<file path="config.mk">
export PLATFORM = sky130hd
export DESIGN_NAME = wb_write_manager
export DESIGN_NICKNAME = d
export VERILOG_FILES = /design/src/design/wb_pkg.sv /design/src/design/wb_write_manager.sv
export SDC_FILE = /design/constraint.sdc
export NUM_CORES = 1
export LEC_CHECK = 0
export ABC_AREA = 0
export BUFFER_PORTS_ARGS = -buffer_cell sky130_fd_sc_hd__buf_2
export CORE_ASPECT_RATIO = 1.4
export CORE_MARGIN = 5
export CORE_UTILIZATION = 40
export DETAILED_ROUTE_END_ITERATION = 8
export PLACE_DENSITY = 0.84
export SLEW_MARGIN = 0
export SYNTH_ARGS = -nofsm -noshare
export SYNTH_HDL_FRONTEND = slang
export SYNTH_SLANG_ARGS = --single-unit
</file>
<file path="constraint.sdc">
create_clock -name hwclk -period 4.8 [get_ports hwclk]
set_input_delay 1.44 -clock hwclk [delete_from_list [all_inputs] [get_ports hwclk]]
set_output_delay 1.44 -clock hwclk [all_outputs]
set_load 0.1 [all_outputs]
</file>
<file path="src/design/wb_pkg.sv">
package wb_pkg;

  localparam int WB_ADDR_W = 32;
  localparam int WB_DATA_W = 32;
  localparam int WB_SEL_W = WB_DATA_W / 8;

  // write request from the histogram, wr is a one-cycle strobe
  typedef struct packed {
    logic                 wr;
    logic [WB_ADDR_W-1:0] adr;
    logic [WB_DATA_W-1:0] dat;
  } wb_req_t;

  // wishbone manager outputs
  typedef struct packed {
    logic                 stb;
    logic                 cyc;
    logic                 we;
    logic [WB_SEL_W-1:0]  sel;
    logic [WB_ADDR_W-1:0] adr;
    logic [WB_DATA_W-1:0] dat;
  } wb_out_t;

endpackage

</file>
<file path="src/design/wb_write_manager.sv">
`timescale 1ns/100ps
module wb_write_manager (
  input  logic            hwclk,
  input  logic            reset,
  input  wb_pkg::wb_req_t req_i,
  output logic            busy_o,
  output wb_pkg::wb_out_t wb_o,
  input  logic            ack_i
);
  import wb_pkg::*;

  logic                 active_q;
  logic [WB_ADDR_W-1:0] adr_q;
  logic [WB_DATA_W-1:0] dat_q;
  logic                 start;
  logic                 finish;

  // requests while a cycle is open are not taken
  assign start = req_i.wr && !active_q;
  assign finish = active_q && ack_i;

  always_ff @(posedge hwclk, posedge reset) begin
    if (reset) begin
      active_q <= 1'b0;
    end else if (start) begin
      active_q <= 1'b1;
    end else if (finish) begin
      // cycle closes right after the ack
      active_q <= 1'b0;
    end
  end

  // address and data held stable for the whole cycle
  always_ff @(posedge hwclk) begin
    if (start) begin
      adr_q <= req_i.adr;
      dat_q <= req_i.dat;
    end
  end

  assign busy_o = active_q;

  // write only, so we follows stb and cyc
  assign wb_o = '{
    stb: active_q,
    cyc: active_q,
    we:  active_q,
    sel: {WB_SEL_W{1'b1}},
    adr: adr_q,
    dat: dat_q
  };

endmodule

</file>
# Yosys cells after proc, flatten, opt, wreduce, memory -nomap -nowiden
# Cells that the tools add are included.
# W data, S select, Z words.
# totals
latchBits	0
output_inout_bits	72
romBits	0
register_bits	65
n_memories	0
ramBits	0
input_bits	68
wordCells	9
# classes
magnitude_cmp	0
n_reduce_logical	4
n_shift	0
mux	2
n_eq_ne	0
add_sub_neg	0
bitwise	0
n_div	0
mul	0
# op_table
op	count
$logic_and A1 B1 Y1	2
$mux W1	2
$reduce_bool A2 Y1	1
$logic_not A1 Y1	1

# Depth between registers and ports, before layout
# logic_depth
ltp_word	3
mapped_depth	2
depth_no_buf	2

# Worst setup path before layout
# No wires, ideal clock.
# synth_path
path_kind	input-to-reg
startpoint	input port req_i[64] in the netlist's numbering
endpoint	register adr_q[0], enable pin
t_required_ns	4.307
cell_stages	1
path_slack_ns	0.053
setup_ns	0.493
arrival_ns	4.254
n_path_buf	0
path_cell_list	nor2b_1
# synth_between
elab_chain_len	1
# synth_rtl
item	line_no	source
start, declared	wb_write_manager.sv:5	input wb_pkg::wb_req_t req_i,
$logic_and A1 B1 Y1	wb_write_manager.sv:19	assign start = req_i.wr && !active_q;
end signal, assigned	wb_write_manager.sv:36	adr_q <= req_i.adr;
end, declared	wb_write_manager.sv:13	logic [WB_ADDR_W-1:0] adr_q;
# No other way between the ends.
# A chain may end at the register's enable or synchronous reset.

# Final worst setup path
# layout_path
startpoint	register active_q, in the netlist busy_o
endpoint	output port wb_o[69] in the netlist's numbering
# layout_rtl
item	line_no	source
start, declared	wb_write_manager.sv:12	logic active_q;
start signal, assigned	wb_write_manager.sv:24	active_q <= 1'b0;
start signal, assigned	wb_write_manager.sv:26	active_q <= 1'b1;
start signal, assigned	wb_write_manager.sv:29	active_q <= 1'b0;
end, declared	wb_write_manager.sv:7	output wb_pkg::wb_out_t wb_o,
# No word-level cell between the ends.

==> summary.md <==
| Metric | Value |
|---|---|
| CP arrival | 1.28 ns |
| Clock transition at path regs | 0.07 ns |
| Port Buf Inserts | 135 |
| Fraction of layout instances using a drive strength above 1 | 67.56% |
| Worst r2r src | busy_o |
| Hold slack | around 0.60 ns |
| Clock Sinks | 65 |
| Site Rows | 30 |
| R2R cell count | 2 |
| # diodes | 0 |
| Pre-antenna DRT Iters | 4 |
| Cell Area, Placed | 0.002751 mm^2 |
| Layout overhead on the synthesized area | 45.24% |
| Met3 WL | 396 um |
| Total gr overflow | 0 |
| Critical path required time | around 3.4 ns |
| CTS tree | yes |
| RD Place Congestion | between 0.7 and 0.8 |
| Design area | 0.002937 mm^2 |
| Hold path depth | 1 |
| Max H-tree Level | 3 |
| PostCTS Resize Cnt | 0 |
| Die W | about 70 um |
| Met2 WL | 2.528 mm |
| Pwr dens | 504.8 mW/mm^2 |
| Via density | 4.197 |
| Met1 wire length | 1.416 mm |
| Tot GR Track Use | 13.60% |
| Cells after Synth | 77 |
| Buffer count from post-CTS setup fixing | 0 |
| Slew Viols, Final | 0 |
| Top layer in use | met4 |
| Post-layout util | 60.18% |
| Core Area | 0.004880 mm^2 |
| P_leak | 1.269 nW |
| Worst path bufs/invs | 1 |
| Largest net degree at the start of global routing | 40 |
| Vias in the first global route | ~1.3k |
| Total negative slack | 0 ns |
| Max-slew headroom | 55.25% |
| Slowest CP cell | buf_2 |
| Clk Latency, worst-skew pair | 0.32 ns |
| Slew @ Worst Pin | approximately 0.67 ns |
| Setup CP Type | reg2out |
| Worst Hold Path EP | busy_o |
| Initial antenna violation count | 0 |
| CP Cell Sequence | buf_2 |
| Initial core utilization | 41.44% |
| Die area | about 0.0066 mm^2 |
| Flop2flop setup slack | 2.85 ns |
| Mapped cell area | slightly above 0.002 mm^2 |
| Total CTS buffers | 9 |
| Crit. End Element | output port |
| Deepest clock path buffer count | 2 |
| First-pass GRT wire length | 6.589 mm |
| Final Skew | roughly 0.0075 ns |
| NumNets Final | 288 |
| Via count | 1,213 |
| Cell variety after synth | 8 |
| Unrepaired setup endpoints after global routing | false |
| Detailed-route DRC error count | 0 |
| Most frequent cells in the layout | buf_2 (135), edfxtp_1 (64), clkbuf_8 (9), conb_1 (4), clkinv_2 (4) |
| Crit-path max cell delay | roughly 0.48 ns |
| Wire per inst | ~15 um |
| Register area share after synthesis | 96.29% |
| Post-synthesis average cell area | approximately 26 um^2 |
| DRT iter0 DRCs | slightly above 60 |
| Final worst-path cycle share | a little under three fifths |
| Final HPWL DP | roughly 3.5 mm |
| Achievable frequency | 367.9 MHz |
| Worst hold-check path type | reg2reg |
| Critical path startpoint category | flip-flop |
| Crit Path Max Fanout | 7 |
| I/O Pins | 140 |
| Top delay family on crit path | buffers and inverters |
| Final ANT Viol Nets | 0 |
| Total detailed-routing wirelength | 4.418 mm |
| Die Y | 94.13 um |
| Cts hold-fix bufs | 0 |
| Most common cell after layout, fill and taps aside | buf_2 |
| Min-Delay Startpoint | busy_o |
| Clk root buf | clkbuf_8 |
| Final Setup Violations | 0 |
| Worst r2r dst | adr_q[19] |
| Synth Register Bits | 65 |
| Maxcap violations | 0 |
| Final Hold Fails | 0 |
| Minimum clock period | 2.718 ns |
| YS warnings | 0 |
| Status | finished, final reports clean |
| Peak VDD IR | 0.2917 mV |
## power by group
group | internal, W | total [W] | switching (W)
sequential | 0.000671 | 0.000681 | 0.00000996
combinational | 0.0000457 | 0.000380 | 0.000335
clock | 0.000234 | 0.000421 | 0.000187
total | 0.000950 | 0.00148 | 0.000532
## cells in the mapped netlist
cell,instances,area (um^2)
nor2_1,1,3.750
edfxtp_1,64,1922
nor2b_1,1,6.260
buf_4,7,52.55
dfrtp_1,1,25.02
a21oi_1,1,5.000
conb_1,1,3.750
inv_1,1,3.750
## through the flow
| step | total power (W) | std cells | setup slack, ns |
|---|---|---|---|
| floorplan | 0.001018 | 80 | 0.05283 |
| global placement | 0.001071 | 273 | 1.806 |
| detailed placement | 0.001075 | 273 | 1.750 |
| CTS | 0.001497 | 289 | 2.062 |
| global route | 0.001539 | 289 | 1.996 |
| finish | 0.001482 | 289 | 2.082 |
## state kept, by name, summed over array words and instances, names as in the netlist
name and cells:
adr_q 32, busy_o 1, dat_q 32
## routing by layer
layer | vias up | GRT usage (%)
met1 | 559 | 12.92
li1 | 575 | -
met3 | 7 | 6.638
met2 | 72 | 24.13
met5 | - | 0
met4 | 0 | 6.709
## cell type report
type                    count  area, um^2
clock buffers               9       123.9
clock inverters             7       61.31
fillers                   403        1943
inverters                   1       3.754
multi-input cells           7       37.54
flip-flops and latches     65        1947
well taps                  64       80.08
repair buffers            136       683.2
## cells by family after synthesis
| logic type | Yosys count | share of synthesized area (%) |
|---|---|---|
| DFF | 65 | 96.29 |
| buffers and inverters | 8 | 2.784 |
| and+or+nand+nor | 2 | 0.4951 |
| AOI/OAI and AO/OA | 1 | 0.2473 |
| other | 1 | 0.1855 |
## worst max-delay path by stage
stage	start	end	slack (ns)	cells past startpoint
3_3_place_gp	req_i[64]	adr_q[30]	1.81	3
2_1_floorplan	req_i[64]	adr_q[0]	0.05	1
3_5_place_dp	req_i[64]	dat_q[20]	1.75	3
4_1_cts	busy_o	wb_o[69]	2.06	1
5_1_grt	busy_o	wb_o[69]	2.00	1
6_report	busy_o	wb_o[69]	2.08	1
No activity file was read; power rests on OpenSTA's default activity.
