## src/design/hist_pkg.sv

```systemverilog
package hist_pkg;

  // byte symbols and the 256-entry table they index
  localparam int SYMBOL_W = 8;
  localparam int NUM_SYMBOLS = 1 << SYMBOL_W;

  // raw input chunk width
  localparam int CHUNK_W = 7;

  // default count width, the top takes its COUNT_W from count_t
  localparam int COUNT_DEF_W = 16;

  typedef logic [SYMBOL_W-1:0] symbol_t;

  typedef logic [COUNT_DEF_W-1:0] count_t;

  // one assembled byte, valid for a single cycle
  typedef struct packed {
    logic    valid;
    symbol_t symbol;
  } byte_strobe_t;

endpackage

```

## src/design/chunk_byte_packer.sv

```systemverilog
`timescale 1ns/100ps
module chunk_byte_packer (
  input  logic                       hwclk,
  input  logic                       reset,
  input  logic                       pulse_i,
  input  logic [hist_pkg::CHUNK_W-1:0] chunk_i,
  input  logic                       flush_i,
  output hist_pkg::byte_strobe_t     byte_o
);
  import hist_pkg::*;

  // at most 7 leftover bits plus one new chunk
  localparam int BUF_W = 2 * CHUNK_W;
  localparam int CNT_W = $clog2(BUF_W + 1);

  logic [BUF_W-1:0] held_q;
  logic [CNT_W-1:0] cnt_q;
  logic [BUF_W-1:0] merged;
  logic [CNT_W-1:0] merged_cnt;
  logic             full;
  logic             valid_q;
  symbol_t          symbol_q;

  // new chunk goes right above the bits already held
  assign merged = held_q | (BUF_W'(chunk_i) << cnt_q);
  assign merged_cnt = cnt_q + CNT_W'(CHUNK_W);
  assign full = merged_cnt >= CNT_W'(SYMBOL_W);

  always_ff @(posedge hwclk, posedge reset) begin
    if (reset) begin
      held_q <= '0;
      cnt_q <= '0;
      valid_q <= 1'b0;
    end else if (flush_i) begin
      held_q <= '0;
      cnt_q <= '0;
      valid_q <= 1'b0;
    end else begin
      valid_q <= pulse_i && full;
      if (pulse_i) begin
        if (full) begin
          // lsb first, so the low byte leaves and the rest moves down
          held_q <= merged >> SYMBOL_W;
          cnt_q <= merged_cnt - CNT_W'(SYMBOL_W);
        end else begin
          held_q <= merged;
          cnt_q <= merged_cnt;
        end
      end
    end
  end

  always_ff @(posedge hwclk) begin
    if (pulse_i) begin
      symbol_q <= merged[SYMBOL_W-1:0];
    end
  end

  assign byte_o = '{valid: valid_q, symbol: symbol_q};

endmodule

```

## config.mk

```make
export PLATFORM = sky130hd
export DESIGN_NAME = chunk_byte_packer
export DESIGN_NICKNAME = d
export VERILOG_FILES = /design/src/design/hist_pkg.sv /design/src/design/chunk_byte_packer.sv
export SDC_FILE = /design/constraint.sdc
export NUM_CORES = 1
export LEC_CHECK = 0
export ABC_CLOCK_PERIOD_IN_PS = 1400
export BUFFER_PORTS_ARGS = -buffer_cell sky130_fd_sc_hd__buf_4
export CAP_MARGIN = 20
export CORE_ASPECT_RATIO = 1.5
export CORE_MARGIN = 5
export CORE_UTILIZATION = 35
export CTS_BUF_LIST = sky130_fd_sc_hd__clkbuf_8
export DETAILED_ROUTE_END_ITERATION = 7
export PLACE_DENSITY_LB_ADDON = 0.15
export SYNTH_ARGS = -nofsm -noshare
export SYNTH_HDL_FRONTEND = slang
export SYNTH_SLANG_ARGS = --single-unit
```

## constraint.sdc

```tcl
create_clock -name hwclk -period 1.4 [get_ports hwclk]
set_input_delay 0.07 -clock hwclk [delete_from_list [all_inputs] [get_ports hwclk]]
set_output_delay 0.07 -clock hwclk [all_outputs]
set_load 0.03 [all_outputs]
```

# Word-level counts from Yosys, hierarchy flattened
# Cells that the tools add are included.
# W data, S select, Z words.
[word_totals]
ram_bits = 0
n_memories = 0
latchBits = 0
mem_bits_ro = 0
reg_bits = 27
out_inout_bits = 9
wordCells = 18
[classes]
magnitude_cmp = 1
muxes = 7
multipliers = 0
n_eq_ne = 0
add_sub_neg = 2
reduce_logical = 2
div_mod_pow = 0
n_bitwise = 1
shifts = 1
[op_table]
columns = ["cell", "n"]
rows = [
  ["$mux W14", 3],
  ["$or A14 B14 Y14", 1],
  ["$shl A7 B4 Y14", 1],
  ["$mux W4", 3],
  ["$add A4 B3 Y4 const B", 1],
  ["$ge A4 B4 Y1 const B", 1],
  ["$sub A4 B4 Y4 const B", 1],
  ["$reduce_bool A2 Y1", 1],
  ["$logic_and A1 B1 Y1", 1],
  ["$mux W1", 1],
]

# Longest topological paths before layout
# Gate-level depths: netlist of run 1.
[depth]
word_depth = 5
depth_mapped = 6
ltp_nobuf = 5

# Least setup slack after synthesis of run 1
# OpenSTA, ideal clock, no wires.
[synth_path]
path_kind = "reg-to-reg"
start = "register cnt_q[1]"
end = "register held_q[5]"
setup_ns = 0.133
arrival_ns = 1.386
setup_slack_ns = -0.118
stages_incl_launch_ff = 6
path_buffers = 1
path_cell_list = "dfrtp_1 buf_6 mux2i_4 o32ai_2 a2111oi_4 o22ai_1"
[synth_between]
elab_chain_len = 5
word_cells_on_any_way = 7
classes_between = "1 x add/sub; 1 x order compare; 1 x shift; 3 x mux; 1 x bitwise"
[synth_rtl]
columns = ["item", "line_no", "text"]
rows = [
  ["start: declaration", "chunk_byte_packer.sv:17", "logic [CNT_W-1:0] cnt_q;"],
  ["start signal: assignment", "chunk_byte_packer.sv:44", "cnt_q <= merged_cnt - CNT_W'(SYMBOL_W);"],
  ["start signal: assignment", "chunk_byte_packer.sv:47", "cnt_q <= merged_cnt;"],
  ["$add A4 B3 Y4 / $shl A7 B4 Y14 (equally long branches)", "chunk_byte_packer.sv:26, chunk_byte_packer.sv:25", ""],
  ["$ge A4 B4 Y1 / $or A14 B14 Y14 (equally long branches)", "chunk_byte_packer.sv:27, chunk_byte_packer.sv:25", ""],
  ["$mux W14 *", "chunk_byte_packer.sv:41", "if (full) begin"],
  ["$mux W14 *", "chunk_byte_packer.sv:40", "if (pulse_i) begin"],
  ["$mux W14 *", "chunk_byte_packer.sv:34", "end else if (flush_i) begin"],
  ["end signal: assignment", "chunk_byte_packer.sv:43", "held_q <= merged >> SYMBOL_W;"],
  ["end signal: assignment", "chunk_byte_packer.sv:46", "held_q <= merged;"],
  ["end: declaration", "chunk_byte_packer.sv:16", "logic [BUF_W-1:0] held_q;"],
]
# Mark *: on every way between the ends. The rest lies on a longest branch, timed or not. The select of a mux whose other input is x is not followed.
# A chain may end at the register's enable or synchronous reset.

# Worst setup path after layout of run 1
# Same ends and word-level chain as after synthesis.

==> flow_summary.yaml, run 1 <==
run_status:
  status: "complete, but fails checks"
  violations: "negative setup slack"
drt:
  drtPass1Iterations: 4
  vias: 1497
  routed_wl_um: 5110
  wl_per_cell_um: 18.2
  via_per_inst: 5.33
  detail-route-antenna-nets: 0
  drt_iter0_drc: 68
  drc: 0
synth:
  synth_cells: 160
  synth-seq-cells: 27
  synth_area_leaders: "dfrtp_1 28%, edfxtp_1 14%, mux2i_1 4.7%"
  syn_area_per_cell_um2: 10.6
  synth_top_area_share_pct: 28.0
  async_reset_ff_share_pct: 70.4
  synth_top_area_cell: "dfrtp_1"
  synth_common_cells: "19 x dfrtp_1, 14 x inv_1, 13 x nor2_1"
  ys_dominant_reg_cell: "dfrtp_1"
  synthesis.nets: 172
  synth_edf_count: 8
  synth_cell_types: 58
  synth.cell_area_mm2: 0.00170
  ys.warnings.count: 0
  synth_most_common_cell: "dfrtp_1"
  ys_seq_area_share_pct: 42.2
timing:
  fin_hold_ws_ns: 0.0259
  fin_worst_skew_ns: 0.00399
  fmax_ghz: 0.584
  period_minus_slack_ns: 1.71
  rsz0062_at_grt: "true"
  slew_viol_final: 0
  fin_crit_sh_pct: 122
  setup_tns_ns: -4.93
  hold_viol_final: 0
  maxSlewHeadroom_pct: 68.2
  tightest_slew_ns: 0.472
  fin_ws_ns: -0.312
  setup_violations: 23
flow_run:
  drv_cap: 0
power_and_ir_drop:
  p_clk_share_pct: 19.6
  p_seq_share_pct: 39.3
  share_comb_of_total_power_pct: 41.1
  peakVddDrop_mv: 0.472
  p_int_mw: 1.56
  power_density_mw_per_mm2: 971
  p_leak_nw: 1.02
  power_switching_uw: 832
  netSwitchingFraction_pct: 34.8
place:
  port_buffers: 19
  dp_hpwl_um: 3850
  gp_congestion: 0.881
floorplanning:
  fp.dieH_um: 95.3
  die_w_um: 66.8
  core_mm2: 0.00477
  num_rows: 31
  floorplan.initialDensity_pct: 35.6
  dieArea_mm2: 0.00637
  ioPinCount: 20
setup_path:
  path_class: "flip-flop to flip-flop"
  crit_family: "compound AO/OA/AOI/OAI gates"
  path_buf_inv: 2
  max_stage_delay_ns: 0.40
  rrSetupSlack_ns: -0.31
  crit_path_top_delay_cell: "dfrtp_1"
  path_cells: "buf_6 > mux2i_4 > buf_6 > o32ai_4 > a2111oi_4 > o22ai_1"
  crit_required_ns: 1.56
  start_kind: "flip-flop"
  end_kind: "flip-flop"
  cp_num_cells: 6
  crit_top_cell: "buf_6"
  r2r_cells: 6
  cp_data_arrival_time_ns: 1.87
  crit_fanout: 5
cts:
  cts_root_buffer: "clkbuf_8"
  clk_path_buf_depth: 2
  htree_levels: 1
  path_clk_slew_ns: 0.10
  cts.sinks: 27
  cts_buffers: 3
  cts_tree: "yes"
  clock_latency_ns: 0.28
grt:
  grt_pass1_wl_um: 8150
  grt_pass1_vias: 1610
  antenna_found_initial: 0
  grt_usage_pct: 17.2
  overflow: 0
  grt_start_max_net_pins: 20
layout:
  area_growth_pct: 44.9
  fillCellCount: 430
  layout-drive-gt1-share_pct: 50.7
  nets: 228
  antenna_cells: 0
min_path:
  hold_depth: 2
  hp-class: "primary input to flip-flop"
stage by stage:
stage	utilization (%)	area, um^2	setup slack, ns	power [mW]	cells
5_1_grt	51.5	2460	-0.379	2.50	281
2_1_floorplan	-	1730	-0.0765	1.45	160
6_report	51.5	2460	-0.312	2.39	281
3_5_place_dp	46.3	2210	-0.337	1.80	275
3_3_place_gp	46.3	2210	-0.314	1.79	275
4_1_cts	49.8	2370	-0.296	2.33	280
final cells by class:
class / count / area (um^2) / share of cell area [%]
clock buffer: 3 / 41.3 / 1.68
clock inverter: 1 / 7.51 / 0.305
inverter: 14 / 52.6 / 2.14
multi-input combinational: 110 / 1060 / 43.0
sequential: 27 / 718 / 29.2
tap: 66 / 82.6 / 3.36
timing repair buffer: 60 / 500 / 20.4
state kept, by name (all words and copies together), names as in the netlist:
signal / cells
held_q: 14
symbol_q: 8
cnt_q: 4
valid_q: 1
repair_timing:
item                                    4_1_cts  5_1_grt
cloned                                        0        0
pin swaps                                    12       12
endpoints found under the hold margin        19        0
setup buffers                                 1        2
endpoints found under the setup margin       25       25
hold buffers                                  1        0
gates resized for setup                      21       20
logic make-up after synthesis:
kind of cell | share of synthesized area [%]
buffers and inverters | 6.86
AND/OR/NAND/NOR | 16.9
multiplexers | 8.70
adder cells (fa/ha/maj) | 0.737
XOR/XNOR | 1.03
flip-flops | 42.2
AO/OA/AOI/OAI | 23.6
worst paths after layout:
kind | from | end
max in group asynchronous | reset | cnt_q[3]
hold / removal | flush_i | cnt_q[1]
min in group asynchronous | reset | cnt_q[0]
setup reg to reg | cnt_q[1] | held_q[5]
hold reg to reg | held_q[7] | held_q[7]
setup / recovery | cnt_q[1] | held_q[5]
layer usage:
layer / vias up / wire (um) / GRT usage (%)
li1: 698 / - / -
met1: 746 / 1970 / 19.9
met2: 41 / 2820 / 31.1
met3: 12 / 196 / 2.36
met4: 0 / 128 / 6.95
met5: - / 0 / 0
power groups by stage:
stage	Sequential, mW	Clock, mW	Combinational, mW
after CTS	0.939	0.478	0.917
after global placement	0.952	0	0.839
after global routing	0.947	0.514	1.04
after detailed placement	0.954	0	0.841
final	0.939	0.467	0.981
after floorplan	1.01	0	0.436
placed cells by master (no fill, tap or decap), types with 3 or more instances in the layout:
| cell | netlist | layout |
|---|---|---|
| buf_6 | 2 | 6 |
| inv_1 | 14 | 12 |
| nand2b_1 | 3 | 3 |
| a21oi_2 | 1 | 3 |
| dfrtp_1 | 19 | 17 |
| nor2_1 | 13 | 10 |
| o21ai_2 | 1 | 3 |
| a21oi_1 | 7 | 5 |
| nand3b_1 | 4 | 4 |
| mux2i_4 | 2 | 6 |
| mux2i_1 | 8 | 3 |
| nand2_1 | 6 | 5 |
| o21ai_1 | 4 | 5 |
| clkbuf_8 | 0 | 3 |
| edfxtp_1 | 8 | 8 |
| a21o_1 | 3 | 3 |
| buf_4 | 3 | 51 |
| nor2_2 | 1 | 3 |
| a31oi_1 | 3 | 3 |
| nor3_1 | 5 | 3 |
No activity file was read; power rests on OpenSTA's default activity.
==> run 2: changes to the inputs <==
--- a/config.mk
+++ b/config.mk
@@ -8,6 +8,8 @@
 export ABC_CLOCK_PERIOD_IN_PS = 1400
 export BUFFER_PORTS_ARGS = -buffer_cell sky130_fd_sc_hd__buf_4
 export CAP_MARGIN = 20
+export CELL_PAD_IN_SITES_DETAIL_PLACEMENT = 1
+export CELL_PAD_IN_SITES_GLOBAL_PLACEMENT = 1
 export CORE_ASPECT_RATIO = 1.5
 export CORE_MARGIN = 5
 export CORE_UTILIZATION = 35
==> flow_summary.yaml, run 2 (synthesis gave the netlist of run 1 again) <==
cts:
  path_clk_slew_ns: 0.10
  cts_tree: "yes"
  cts_root_buffer: "clkbuf_8"
  clock_latency_ns: 0.28
  cts.sinks: 27
  cts_buffers: 3
  clk_path_buf_depth: 2
  htree_levels: 1
floorplanning:
  floorplan.initialDensity_pct: 35.6
  ioPinCount: 20
  dieArea_mm2: 0.00637
  num_rows: 31
  core_mm2: 0.00477
  fp.dieH_um: 95.3
  die_w_um: 66.8
min_path:
  hp-class: "primary input to flip-flop"
timing:
  setup_violations: 25
  rsz0062_at_grt: "true"
  fin_crit_sh_pct: 125
  fin_worst_skew_ns: 0.00855
  fmax_ghz: 0.569
  maxSlewHeadroom_pct: 56.1
  slew_viol_final: 0
  fin_hold_ws_ns: 0.0352
  fin_ws_ns: -0.357
  tightest_slew_ns: 0.657
  period_minus_slack_ns: 1.76
  hold_viol_final: 0
grt:
  antenna_found_initial: 0
  grt_usage_pct: 20.9
  grt_pass1_wl_um: 9650
  grt_start_max_net_pins: 20
  overflow: 0
  grt_pass1_vias: 1778
run_status:
  status: "complete, but fails checks"
  violations: "negative setup slack"
place:
  gp_congestion: 0.876
  dp_hpwl_um: 4030
  port_buffers: 19
layout:
  largest_reg_flops: 14
  antenna_cells: 0
  top_register: "held_q"
  area_growth_pct: 57.7
  final_common_cell: "buf_4"
  reg_top3: "held_q (14), symbol_q (8), cnt_q (4)"
  nets: 242
  layout-drive-gt1-share_pct: 57.6
  final_cell_mix: "53 x buf_4, 16 x dfrtp_1, 15 x buf_6"
power_and_ir_drop:
  peakVddDrop_mv: 0.580
  p_leak_nw: 1.13
  finalPower_mw: 2.52
  power_density_mw_per_mm2: 941
drt:
  drc: 0
  detail-route-antenna-nets: 0
  via_per_inst: 5.48
  wl_per_cell_um: 21.6
  routed_wl_um: 6360
  drt_iter0_drc: 64
  vias: 1616
  drtPass1Iterations: 6
setup_path:
  path_class: "flip-flop to flip-flop"
  end_kind: "flip-flop"
  start_kind: "flip-flop"
  crit_required_ns: 1.61
  crit_fanout: 7
  cp_data_arrival_time_ns: 1.97
flow_run:
  drv_cap: 0
==> run 2: changes by cell type in the layout (fill, tap and decap cells not counted), moves of 2 or more <==
cell / previous run / this run
buf_6: 6 / 15
inv_2: 2 / 5
a22oi_1: 2 / 0
a22oi_2: 0 / 2
buf_4: 51 / 53
inv_1: 12 / 10
nor2_1: 10 / 8
nor2_4: 1 / 3
==> run 2: per-layer routing <==
layer / share of wire (%) / global-route usage (%) / wire (um)
met5: 0 / 0 / 0
met4: 3.9 / 9.32 / 248
met3: 3.3 / 2.36 / 209
met2: 55 / 38.7 / 3490
met1: 38 / 23.4 / 2410
==> run 2: area by class of cell <==
class	count	area, um^2
Fill cell	523	2100
Inverter	14	52.6
Clock inverter	1	3.75
Clock buffer	3	41.3
Tap cell	66	82.6
Timing Repair Buffer	74	677
Sequential cell	27	719
Multi-Input combinational cell	110	1100
==> run 2: final timing paths <==
| path | start | to | slack (ns) | cells after the start |
|---|---|---|---|---|
| setup / recovery | cnt_q[0] | held_q[8] | -0.36 | 5 |
| hold / removal | flush_i | cnt_q[1] | 0.04 | 2 |
| setup reg to reg | cnt_q[0] | held_q[8] | -0.36 | 5 |
| hold reg to reg | held_q[7] | held_q[7] | 0.49 | 2 |
| max in group asynchronous | reset | cnt_q[1] | 0.81 | 4 |
| min in group asynchronous | reset | held_q[4] | 0.36 | 4 |
==> run 2: repair_timing <==
action,4_1_cts,5_1_grt
endpoints found under the hold margin,19,0
cloned,1,0
setup buffers,11,10
setup endpoints to repair,25,25
gates resized for setup,34,36
pin swaps,19,13
hold buffers,1,0
==> run 2: worst max-delay path, cell delays in order (launching register included) <==
cell     delay (ns)
dfrtp_2        0.52
or4_4          0.62
a21oi_4        0.22
buf_6          0.13
a21oi_2        0.03
a31oi_1        0.15
==> run 2: power breakdown <==
part | internal, mW | switching, mW
registers | 0.896 | 0.0522
logic | 0.537 | 0.570
clock network | 0.198 | 0.266
total | 1.63 | 0.889
==> run 2: stage by stage <==
stage	setup slack, ns	instance area [um^2]	cells	setup TNS [ns]	utilization [%]
2_1_floorplan	-0.0765	1730	160	-0.584	-
3_3_place_gp	-0.359	2170	270	-5.95	45.5
3_5_place_dp	-0.389	2170	270	-6.97	45.5
4_1_cts	-0.318	2470	287	-5.14	51.8
5_1_grt	-0.420	2680	295	-7.11	56.1
6_report	-0.357	2680	295	-5.92	56.1
